**src/logic/rv_isa_pkg.sv**
```systemverilog
package rv_isa_pkg;

    //////////////////////////////////////////////////
    // Major opcodes the front end cares about
    //////////////////////////////////////////////////

    localparam logic [6:0] op_branch = 7'b1100011;
    localparam logic [6:0] op_jal    = 7'b1101111;
    localparam logic [6:0] op_jalr   = 7'b1100111;

    typedef enum logic [1:0] {
        cls_other  = 2'd0,
        cls_branch = 2'd1,
        cls_jal    = 2'd2,
        cls_jalr   = 2'd3
    } insn_class_e;

    //////////////////////////////////////////////////
    // Field layouts of one 32-bit instruction word
    //////////////////////////////////////////////////

    // B-type, conditional branches
    typedef struct packed {
        logic       imm_12;
        logic [5:0] imm_10_5;
        logic [4:0] rs2;
        logic [4:0] rs1;
        logic [2:0] funct3;
        logic [3:0] imm_4_1;
        logic       imm_11;
        logic [6:0] opcode;
    } b_type_t;

    // J-type, JAL only
    typedef struct packed {
        logic       imm_20;
        logic [9:0] imm_10_1;
        logic       imm_11;
        logic [7:0] imm_19_12;
        logic [4:0] rd;
        logic [6:0] opcode;
    } j_type_t;

    // Opcode sits in the same bits in both views
    typedef union packed {
        b_type_t b_view;
        j_type_t j_view;
    } insn_word_u;

endpackage

```
**src/logic/fetch_pkg.sv**
```systemverilog
package fetch_pkg;

    // One fetched word and the prediction made for it
    typedef struct packed {
        logic [31:0] pc;
        logic [31:0] insn;
        logic        pred_taken;
        logic [31:0] pred_target;
    } fetch_pkt_t;

    typedef struct packed {
        fetch_pkt_t              pkt;
        rv_isa_pkg::insn_class_e cls;
    } issue_pkt_t;

    // Outcome of a control instruction, from execute
    typedef struct packed {
        logic                    valid;
        rv_isa_pkg::insn_class_e cls;
        logic                    taken;
        logic [31:0]             pc_exec;
        logic [31:0]             rs1;
        logic [31:0]             imm;
    } resolve_t;

    //////////////////////////////////////////////////
    // Wishbone classic, read only
    //////////////////////////////////////////////////

    typedef struct packed {
        logic        cyc;
        logic        stb;
        logic [31:0] adr;
    } wb_req_t;

    typedef struct packed {
        logic        ack;
        logic [31:0] dat;
    } wb_rsp_t;

endpackage

```
**src/logic/branch_target_buffer.sv**
```systemverilog
`timescale 1ns/1ps

module branch_target_buffer #(
    parameter int btb_entries = 16
) (
    input  logic        CLK,
    input  logic        rst_n,
    input  logic [31:0] lookup_pc,
    output logic        hit,
    output logic [31:0] target,
    input  logic        update_valid,
    input  logic [31:0] update_pc,
    input  logic [31:0] update_target,
    input  logic        update_taken
);

    localparam int idx_w = $clog2(btb_entries);
    localparam int tag_w = 30 - idx_w;

    logic [btb_entries-1:0] valid_q;
    logic [tag_w-1:0]       tag_mem    [btb_entries];
    logic [31:0]            target_mem [btb_entries];
    logic                   taken_mem  [btb_entries];

    logic [idx_w-1:0] lookup_idx;
    logic [idx_w-1:0] update_idx;

    // Word address low bits pick the entry
    assign lookup_idx = lookup_pc[idx_w+1:2];
    assign update_idx = update_pc[idx_w+1:2];

    // Only a tagged entry with its taken bit set redirects fetch
    assign hit    = valid_q[lookup_idx] && taken_mem[lookup_idx]
                    && (tag_mem[lookup_idx] == lookup_pc[31:idx_w+2]);
    assign target = target_mem[lookup_idx];

    always_ff @(posedge CLK or negedge rst_n)
    begin
        if (!rst_n)
        begin
            valid_q <= '0;
        end
        else if (update_valid)
        begin
            valid_q[update_idx] <= 1'b1;
        end
    end

    // A not-taken outcome rewrites the entry with taken cleared
    always_ff @(posedge CLK)
    begin
        if (update_valid)
        begin
            tag_mem[update_idx]    <= update_pc[31:idx_w+2];
            target_mem[update_idx] <= update_target;
            taken_mem[update_idx]  <= update_taken;
        end
    end

endmodule

```
**src/logic/pc_stage.sv**
```systemverilog
`timescale 1ns/1ps

module pc_stage #(
    parameter logic [31:0] reset_pc    = 32'h0000_0000,
    parameter int          btb_entries = 16
) (
    input  logic                CLK,
    input  logic                rst_n,
    input  fetch_pkg::resolve_t resolve,
    input  logic [31:0]         next_pc_seen,
    input  logic                early_redirect,
    input  logic [31:0]         early_target,
    input  logic                fetch_take,
    output logic [31:0]         fetch_pc,
    output logic                pred_taken,
    output logic [31:0]         pred_target,
    output logic                flush
);

    logic [31:0] pc_q;
    logic        flush_q;

    logic        btb_hit;
    logic [31:0] btb_target;
    logic [31:0] pc_plus_4;

    logic [31:0] jump_base;
    logic [31:0] jump_target;
    logic        redirect_taken;
    logic [31:0] real_next;
    logic        mismatch;

    branch_target_buffer #(
        .btb_entries (btb_entries)
    ) i_btb (
        .CLK           (CLK),
        .rst_n         (rst_n),
        .lookup_pc     (pc_q),
        .hit           (btb_hit),
        .target        (btb_target),
        .update_valid  (resolve.valid),
        .update_pc     (resolve.pc_exec),
        .update_target (jump_target),
        .update_taken  (redirect_taken)
    );

    //////////////////////////////////////////////////
    // Resolution check
    //////////////////////////////////////////////////

    always_comb
    begin
        // jalr adds to rs1, jal and branches add to their own pc
        if (resolve.cls == rv_isa_pkg::cls_jalr)
        begin
            jump_base = resolve.rs1;
        end
        else
        begin
            jump_base = resolve.pc_exec;
        end
        jump_target = jump_base + resolve.imm;

        redirect_taken = (resolve.cls == rv_isa_pkg::cls_jal)
                         || (resolve.cls == rv_isa_pkg::cls_jalr)
                         || ((resolve.cls == rv_isa_pkg::cls_branch) && resolve.taken);

        real_next = redirect_taken ? jump_target : resolve.pc_exec + 32'd4;
        mismatch  = resolve.valid && (real_next != next_pc_seen);
    end

    //////////////////////////////////////////////////
    // Next PC
    //////////////////////////////////////////////////

    assign pc_plus_4 = pc_q + 32'd4;

    always_ff @(posedge CLK or negedge rst_n)
    begin
        if (!rst_n)
        begin
            pc_q    <= reset_pc;
            flush_q <= 1'b0;
        end
        else
        begin
            flush_q <= mismatch;
            if (mismatch)
            begin
                pc_q <= real_next;
            end
            // A wrong-path JAL may redirect in the same cycle as a flush
            else if (early_redirect && !flush_q)
            begin
                pc_q <= early_target;
            end
            else if (fetch_take)
            begin
                pc_q <= pred_target;
            end
        end
    end

    assign fetch_pc    = pc_q;
    assign pred_taken  = btb_hit;
    assign pred_target = btb_hit ? btb_target : pc_plus_4;
    assign flush       = flush_q;

endmodule

```
**src/logic/wb_fetch_master.sv**
```systemverilog
`timescale 1ns/1ps

module wb_fetch_master (
    input  logic                  CLK,
    input  logic                  rst_n,
    input  logic [31:0]           fetch_pc,
    input  logic                  pred_taken,
    input  logic [31:0]           pred_target,
    output logic                  fetch_take,
    input  logic                  discard,
    output fetch_pkg::wb_req_t    wb_req,
    input  fetch_pkg::wb_rsp_t    wb_rsp,
    output logic                  push,
    output fetch_pkg::fetch_pkt_t push_pkt,
    input  logic                  space
);

    typedef enum logic {
        st_idle = 1'b0,
        st_bus  = 1'b1
    } state_e;

    state_e      state_q;
    logic        stale_q;
    logic [31:0] pc_q;
    logic        pred_taken_q;
    logic [31:0] pred_target_q;

    // No new request while the front end is being redirected
    assign fetch_take = (state_q == st_idle) && space && !discard;

    always_ff @(posedge CLK or negedge rst_n)
    begin
        if (!rst_n)
        begin
            state_q <= st_idle;
            stale_q <= 1'b0;
        end
        else
        begin
            case (state_q)
                st_idle:
                begin
                    if (fetch_take)
                    begin
                        state_q <= st_bus;
                        stale_q <= 1'b0;
                    end
                end
                st_bus:
                begin
                    // Hold the cycle to ack, remember that the word is dead
                    if (wb_rsp.ack)
                    begin
                        state_q <= st_idle;
                    end
                    if (discard)
                    begin
                        stale_q <= 1'b1;
                    end
                end
                default:
                begin
                    state_q <= st_idle;
                end
            endcase
        end
    end

    always_ff @(posedge CLK)
    begin
        if (fetch_take)
        begin
            pc_q          <= {fetch_pc[31:2], 2'b00};
            pred_taken_q  <= pred_taken;
            pred_target_q <= pred_target;
        end
    end

    always_comb
    begin
        wb_req.cyc = (state_q == st_bus);
        wb_req.stb = (state_q == st_bus);
        wb_req.adr = pc_q;

        push                 = (state_q == st_bus) && wb_rsp.ack && !stale_q && !discard;
        push_pkt.pc          = pc_q;
        push_pkt.insn        = wb_rsp.dat;
        push_pkt.pred_taken  = pred_taken_q;
        push_pkt.pred_target = pred_target_q;
    end

endmodule

```
**src/logic/fetch_queue.sv**
```systemverilog
`timescale 1ns/1ps

module fetch_queue #(
    parameter int queue_depth = 4
) (
    input  logic                  CLK,
    input  logic                  rst_n,
    input  logic                  flush,
    input  logic                  push,
    input  fetch_pkg::fetch_pkt_t push_pkt,
    input  logic                  pop,
    output fetch_pkg::fetch_pkt_t head,
    output logic                  empty,
    output logic                  space
);

    localparam int              ptr_w       = $clog2(queue_depth);
    localparam logic [ptr_w:0]  depth_count = queue_depth[ptr_w:0];

    fetch_pkg::fetch_pkt_t mem [queue_depth];

    logic [ptr_w-1:0] rd_ptr_q;
    logic [ptr_w-1:0] wr_ptr_q;
    logic [ptr_w:0]   count_q;

    assign head  = mem[rd_ptr_q];
    assign empty = (count_q == '0);
    // The master only asks while idle, so one free slot covers its request
    assign space = (count_q < depth_count);

    always_ff @(posedge CLK or negedge rst_n)
    begin
        if (!rst_n)
        begin
            rd_ptr_q <= '0;
            wr_ptr_q <= '0;
            count_q  <= '0;
        end
        else if (flush)
        begin
            rd_ptr_q <= '0;
            wr_ptr_q <= '0;
            count_q  <= '0;
        end
        else
        begin
            if (push)
            begin
                wr_ptr_q <= wr_ptr_q + 1'b1;
            end
            if (pop)
            begin
                rd_ptr_q <= rd_ptr_q + 1'b1;
            end
            case ({push, pop})
                2'b10:   count_q <= count_q + 1'b1;
                2'b01:   count_q <= count_q - 1'b1;
                default: count_q <= count_q;
            endcase
        end
    end

    always_ff @(posedge CLK)
    begin
        if (push)
        begin
            mem[wr_ptr_q] <= push_pkt;
        end
    end

endmodule

```
**src/logic/insn_predecoder.sv**
```systemverilog
`timescale 1ns/1ps

module insn_predecoder (
    input  logic                  CLK,
    input  logic                  rst_n,
    input  logic                  flush,
    input  fetch_pkg::fetch_pkt_t head,
    input  logic                  empty,
    output logic                  pop,
    output logic                  issue_valid,
    output fetch_pkg::issue_pkt_t issue,
    input  logic                  issue_ready,
    output logic                  early_redirect,
    output logic [31:0]           early_target
);

    rv_isa_pkg::insn_word_u  word;
    rv_isa_pkg::insn_class_e cls;
    logic [31:0]             j_imm;
    logic [31:0]             jal_target;
    logic                    jal_fix;
    logic                    load;

    logic                    valid_q;
    fetch_pkg::issue_pkt_t   issue_q;
    logic                    redirect_q;
    logic [31:0]             redirect_target_q;

    assign word = head.insn;

    //////////////////////////////////////////////////
    // Classify the head word
    //////////////////////////////////////////////////

    always_comb
    begin
        case (word.j_view.opcode)
            rv_isa_pkg::op_jal:  cls = rv_isa_pkg::cls_jal;
            rv_isa_pkg::op_jalr: cls = rv_isa_pkg::cls_jalr;
            rv_isa_pkg::op_branch:
            begin
                // funct3 010 and 011 are not branches
                if (word.b_view.funct3[2:1] == 2'b01)
                begin
                    cls = rv_isa_pkg::cls_other;
                end
                else
                begin
                    cls = rv_isa_pkg::cls_branch;
                end
            end
            default: cls = rv_isa_pkg::cls_other;
        endcase
    end

    assign j_imm = {{12{word.j_view.imm_20}}, word.j_view.imm_19_12,
                    word.j_view.imm_11, word.j_view.imm_10_1, 1'b0};
    assign jal_target = head.pc + j_imm;
    assign jal_fix    = (cls == rv_isa_pkg::cls_jal) && (head.pred_target != jal_target);

    // Slot refills when free or draining, never during a redirect
    assign load = !empty && !flush && !redirect_q && (!valid_q || issue_ready);
    assign pop  = load;

    always_ff @(posedge CLK or negedge rst_n)
    begin
        if (!rst_n)
        begin
            valid_q    <= 1'b0;
            redirect_q <= 1'b0;
        end
        else
        begin
            redirect_q <= load && jal_fix;
            if (flush)
            begin
                valid_q <= 1'b0;
            end
            else if (load)
            begin
                valid_q <= 1'b1;
            end
            else if (issue_ready)
            begin
                valid_q <= 1'b0;
            end
        end
    end

    always_ff @(posedge CLK)
    begin
        if (load)
        begin
            issue_q.pkt       <= head;
            issue_q.cls       <= cls;
            redirect_target_q <= jal_target;
            // JAL leaves with the target it really jumps to
            if (cls == rv_isa_pkg::cls_jal)
            begin
                issue_q.pkt.pred_taken  <= 1'b1;
                issue_q.pkt.pred_target <= jal_target;
            end
        end
    end

    assign issue_valid    = valid_q && !flush;
    assign issue          = issue_q;
    assign early_redirect = redirect_q;
    assign early_target   = redirect_target_q;

endmodule

```
**src/logic/front_end_top.sv**
```systemverilog
`timescale 1ns/1ps

module front_end_top #(
    parameter logic [31:0] reset_pc    = 32'h0000_0000,
    parameter int          btb_entries = 16,
    parameter int          queue_depth = 4
) (
    input  logic                  CLK,
    input  logic                  rst_n,
    output fetch_pkg::wb_req_t    wb_req,
    input  fetch_pkg::wb_rsp_t    wb_rsp,
    output logic                  issue_valid,
    output fetch_pkg::issue_pkt_t issue,
    input  logic                  issue_ready,
    input  fetch_pkg::resolve_t   resolve,
    input  logic [31:0]           next_pc_seen,
    output logic                  flush
);

    logic [31:0]           fetch_pc;
    logic                  pred_taken;
    logic [31:0]           pred_target;
    logic                  fetch_take;
    logic                  early_redirect;
    logic [31:0]           early_target;
    logic                  discard;
    logic                  push;
    fetch_pkg::fetch_pkt_t push_pkt;
    logic                  pop;
    fetch_pkg::fetch_pkt_t head;
    logic                  empty;
    logic                  space;

    // Either redirect kills everything fetched on the old path
    assign discard = flush || early_redirect;

    pc_stage #(
        .reset_pc    (reset_pc),
        .btb_entries (btb_entries)
    ) i_pc_stage (
        .CLK            (CLK),
        .rst_n          (rst_n),
        .resolve        (resolve),
        .next_pc_seen   (next_pc_seen),
        .early_redirect (early_redirect),
        .early_target   (early_target),
        .fetch_take     (fetch_take),
        .fetch_pc       (fetch_pc),
        .pred_taken     (pred_taken),
        .pred_target    (pred_target),
        .flush          (flush)
    );

    wb_fetch_master i_fetch_master (
        .CLK         (CLK),
        .rst_n       (rst_n),
        .fetch_pc    (fetch_pc),
        .pred_taken  (pred_taken),
        .pred_target (pred_target),
        .fetch_take  (fetch_take),
        .discard     (discard),
        .wb_req      (wb_req),
        .wb_rsp      (wb_rsp),
        .push        (push),
        .push_pkt    (push_pkt),
        .space       (space)
    );

    fetch_queue #(
        .queue_depth (queue_depth)
    ) i_fetch_queue (
        .CLK      (CLK),
        .rst_n    (rst_n),
        .flush    (discard),
        .push     (push),
        .push_pkt (push_pkt),
        .pop      (pop),
        .head     (head),
        .empty    (empty),
        .space    (space)
    );

    insn_predecoder i_predecoder (
        .CLK            (CLK),
        .rst_n          (rst_n),
        .flush          (flush),
        .head           (head),
        .empty          (empty),
        .pop            (pop),
        .issue_valid    (issue_valid),
        .issue          (issue),
        .issue_ready    (issue_ready),
        .early_redirect (early_redirect),
        .early_target   (early_target)
    );

endmodule

```
**config.mk**
```make
export PLATFORM = sky130hd
export DESIGN_NAME = front_end_top
export DESIGN_NICKNAME = d
export VERILOG_FILES = /design/src/logic/rv_isa_pkg.sv /design/src/logic/fetch_pkg.sv /design/src/logic/branch_target_buffer.sv /design/src/logic/pc_stage.sv /design/src/logic/wb_fetch_master.sv /design/src/logic/fetch_queue.sv /design/src/logic/insn_predecoder.sv /design/src/logic/front_end_top.sv
export SDC_FILE = /design/constraint.sdc
export NUM_CORES = 2
export LEC_CHECK = 0
export ABC_AREA = 1
export BUFFER_PORTS_ARGS = -buffer_cell sky130_fd_sc_hd__buf_2
export CAP_MARGIN = 25
export CORE_UTILIZATION = 62
export DETAILED_ROUTE_END_ITERATION = 6
export PLACE_DENSITY = 0.77
export SLEW_MARGIN = 10
export SYNTH_ARGS = -nofsm -noshare
export SYNTH_HDL_FRONTEND = slang
export SYNTH_SLANG_ARGS = --single-unit
```
**constraint.sdc**
```tcl
create_clock -name CLK -period 15.4 [get_ports CLK]
set_input_delay 1.54 -clock CLK [delete_from_list [all_inputs] [get_ports CLK]]
set_output_delay 1.54 -clock CLK [all_outputs]
set_load 0.01 [all_outputs]
```
==> metrics.log <==
INFO  metric top_count_cell_post_synth = sky130_fd_sc_hd__edfxtp_1
INFO  metric initial_antenna_violation_count = 4
INFO  metric crit_path_required_time = around 16 ns
INFO  metric seqPwrFrac = between 30% and 40%
INFO  metric postRouteWirelength = 206 mm
INFO  metric netlist.area_leader.share = approximately 66%
INFO  metric status = finished with violations
INFO  metric core.rowCount = approximately 120
INFO  metric timing.critical_path.max_delay_family = simple AND/OR/NAND/NOR gates
INFO  metric cts-root-buf = sky130_fd_sc_hd__clkbuf_16
INFO  metric clockPowerShare = a little over a quarter
INFO  metric first_pass_grt_wire_length = ~300 mm
INFO  metric finalSetupTns = 0 ns
INFO  metric largest_net_degree_at_the_start_of_global_routing = between 150 and 200
INFO  metric power.switching = ~5.3 mW
INFO  metric syn-instance-count = between 6000 and 7000
INFO  metric clkSinkCount = around 1600
INFO  metric num-nets-final = between 6000 and 7000
INFO  metric timing.final.hold_violations = 0
INFO  metric critical_path.max_fanout = between 100 and 150
INFO  metric vdd_ir_drop_max = roughly 140 uV
INFO  metric syn_to_final_growth = 11.3%
INFO  metric failed_checks = DRC
INFO  metric slowest_delay = between 0.8 and 0.9 ns
INFO  metric die_x = 336 um
INFO  metric p_int = slightly below 9 mW
INFO  metric synth_top_cell_by_area = sky130_fd_sc_hd__edfxtp_1
INFO  metric route.vias.total = a little over 50000
INFO  metric worstSkewPairLatency = approximately 0.8 ns
INFO  metric worst_path_max_delay_cell = sky130_fd_sc_hd__buf_4
INFO  metric arrival_time_at_the_worst_endpoint = 6.95 ns
INFO  metric cts_resized = 0
INFO  metric setup_bufs_post_cts = 0
INFO  metric post_synth_num_cell_types = 55
INFO  metric finalCriticalPeriod = 6.25 ns
INFO  metric finalHoldWorstSlack = 0.475 ns
INFO  metric globalplace.congestion = 1.02
INFO  metric synth_compound_area_share = 8.85%
INFO  metric postSynth.asyncResetShare = approximately 3.8%
INFO  metric combinationalPowerShare = 33.8%
INFO  metric ys_top_cells_by_count = sky130_fd_sc_hd__edfxtp_1 (1514), sky130_fd_sc_hd__nand2_1 (1207), sky130_fd_sc_hd__nor2_1 (1033)
INFO  metric cp_cell_instances = inv_8 > buf_4 > buf_4 > nand2_1 > nand2_1 > nand2_1 > o21ai_0 > nand2_1 > nand2_1 > clkinv_1 > nand3_1 > nand2_1 > nor2_1 > nand2_1 > nor2_1 > nand2_1 > nor2_4 > nand2_1 > nand2_1 > nand2_1 > nand3_1 > nand2_1 > nor2_1
INFO  metric finalMaxSlewViolations = 0
INFO  metric synth_xor_xnor_area_share = approximately 1.2%
INFO  metric criticalPathCategory = reg2reg
INFO  metric fraction_of_synthesized_area_in_multiplexers = less than 1%
INFO  metric synth_area = 69300 um^2
INFO  metric cellPowerDensity = approximately 180 nW/um^2
INFO  metric layout_worst_path_cycle_share = between 40 and 50%
INFO  metric cts-root-to-sink-buffers = 3
INFO  metric switching_share_of_power = 37.8%
INFO  metric synth_top_flop_cell = sky130_fd_sc_hd__edfxtp_1
INFO  metric avg_inst_size_synth = approximately 11 um^2
INFO  metric worstHoldStart = i_pc_stage.i_btb.valid_q[2]
INFO  metric unrepaired_setup_endpoints_after_global_routing = false
INFO  metric path_common_cell = sky130_fd_sc_hd__nand2_1
INFO  metric chipHeight = ~340 um
INFO  metric yosys.area_share.simple = 16.5%
INFO  metric synth-seq-area-share = about two thirds
INFO  metric leakage = about 29 nW
INFO  metric post_synth_fa_ha_maj_area_fraction = 1.37%
INFO  metric synth.ff_latch_count = around 1600
INFO  metric slew_at_the_pin_with_the_worst_max_slew_slack = 1.15 ns
INFO  metric worst_setup_hold_path_clk_slew = around 0.060 ns
INFO  metric cells_taking_the_most_area_after_synthesis = sky130_fd_sc_hd__edfxtp_1 (66%), sky130_fd_sc_hd__nand2_1 (6.5%), sky130_fd_sc_hd__nor2_1 (5.6%)
INFO  metric core_region_area = between 100000 and 150000 um^2
INFO  metric maxSlewHeadroom = a little under a quarter
INFO  metric synth_edf_count = ~1500
INFO  metric numPortBuffers = between 200 and 300
INFO  metric fin_skew = 0.0477 ns
INFO  metric worstPathBufferInverterCount = 4
INFO  metric floorplan.initialDensity = ~63%
INFO  metric cts-buffers-inserted = around 160
INFO  metric rr_startpoint = i_pc_stage.fetch_pc[2]
INFO  metric drt_iter0_drc = between 6000 and 7000
INFO  metric drcViolationCount = 1
INFO  metric synth_top_family_by_area = simple AND/OR/NAND/NOR gates
INFO  metric cp-start-kind = flop
INFO  metric max_cap_viols = 0
INFO  metric cts.hold.buffers_added = 0
INFO  metric dpl.hpwl = between 100 and 150 mm
INFO  metric report.final.setup_viol = 0
INFO  metric via_per_inst = between 6 and 7
INFO  metric critical_path.startpoint = i_pc_stage.fetch_pc[2]
INFO  metric cts_tree = done
INFO  metric dieArea = 113000 um^2
INFO  metric cts_htree_levels = 4
INFO  metric fillers = between 7000 and 8000
INFO  metric max_freq = approximately 160 MHz
INFO  metric worstHoldPathType = reg2reg
INFO  metric grt_pass1_vias = 47600
INFO  metric drt_first_pass_iters = 7
INFO  metric setup.worst_path.end_class = flop
INFO  metric overall_routing_resource_usage = between 30 and 40%
INFO  metric ios = between 300 and 400
INFO  metric yosys_warnings = 0
INFO  metric layout-drive-gt1-share = 10.4%
INFO  metric drt.antenna.violating_nets = 0
INFO  metric grt.overflow.total = 0
INFO  metric post_drt_wl_per_cell = ~25 um
## path summary, 6_finish.rpt
path	end	slack (ns)	depth (start not counted)
max in group asynchronous	i_pc_stage.fetch_pc[2]	13.67	2
min in group asynchronous	i_predecoder.valid_q	1.01	2
worst min register to register	i_pc_stage.i_btb.valid_q[2]	0.48	1
worst max register to register	i_pc_stage.fetch_pc[17]	9.15	23
worst max-delay path	i_pc_stage.fetch_pc[17]	9.15	23
worst min-delay path	i_pc_stage.i_btb.valid_q[2]	0.48	1
## power by group through the flow
stage          Clock, mW  Combinational [mW]  Sequential (mW)
3_3_place_gp           0                4.48             5.63
4_1_cts             3.73                4.62             5.55
2_1_floorplan          0                2.92             5.58
3_5_place_dp           0                4.58             5.64
5_1_grt             3.89                5.08             5.58
6_report            3.71                4.73             5.56
## cell usage in the layout, fill, tap and decap left out, drive strengths merged, types with 7 or more instances in the layout
cell,Yosys,layout
a32o,9,9
buf,120,373
diode,0,7
a221oi,14,14
mux2,8,8
nor3,36,36
o211ai,30,30
o221ai,32,32
o22ai,164,164
bufinv,0,9
xor2,68,68
nand4,29,29
nor2,1039,1039
or2,24,24
nand2,1227,1227
xnor2,16,16
edfxtp,1514,1514
ha,71,71
inv,372,375
and2,9,9
a32oi,12,12
clkbuf,187,195
nand3,416,416
clkinv,10,80
a21oi,102,102
nand3b,16,16
a31oi,14,14
dfrtp,60,60
o21ai,714,714
## cell type report
class,count,area [um^2],area share (%)
antenna,7,17.5,0.0227
clock buffer,195,4140,5.38
clock inverter,85,868,1.13
inverter,382,1450,1.88
multi-input combinational,4083,19600,25.5
sequential,1574,47000,61.0
tap,1488,1860,2.42
timing repair buffer,373,2120,2.76
## through the flow
stage                     utilization, %  setup WS [ns]  std cells  power (mW)  area [um^2]
after floorplan                        -           2.69       6346        8.50        69300
after global placement              65.1           8.98       7898        10.1        72000
after detailed placement            65.1           8.85       7900        10.2        72000
after CTS                           69.6           9.29       8180        13.9        77100
after global routing                69.6           8.84       8182        14.6        77100
final                               69.6           9.15       8187        14.0        77100
## flip-flops by register name (all words and copies together), names as in the netlist, 2 cells and up
name / count
i_pc_stage.i_btb.valid_q: 16
i_pc_stage.i_btb.tag_mem: 416
i_pc_stage.fetch_pc: 32
i_predecoder.issue: 97
i_fetch_queue.wr_ptr_q: 2
i_predecoder.early_target: 30
i_fetch_queue.count_q: 3
i_pc_stage.i_btb.target_mem: 512
i_fetch_queue.rd_ptr_q: 2
i_pc_stage.i_btb.taken_mem: 16
i_fetch_master.pc_q: 30
i_fetch_queue.mem: 380
i_fetch_master.pred_target_q: 32
## cell families after synthesis
group	count (synthesis)
simple gates	2803
flops	1574
compound gates	1105
buf+inv	689
xor+xnor	88
fa+ha+maj	74
mux	9
other cells	1
## routing by layer
metal / up-vias / routed length [um] / share of wire [%] / GRT usage [%]
met1: 24300 / 77300 / 38 / 49.8
met3: 534 / 25000 / 12 / 7.62
met4: 2 / 12100 / 5.9 / 20.2
li1: 22600 / - / - / -
met5: - / 13 / 0.0063 / 0
met2: 3343 / 91300 / 44 / 54.5
Note: power is estimated with default switching activity, not from simulation.
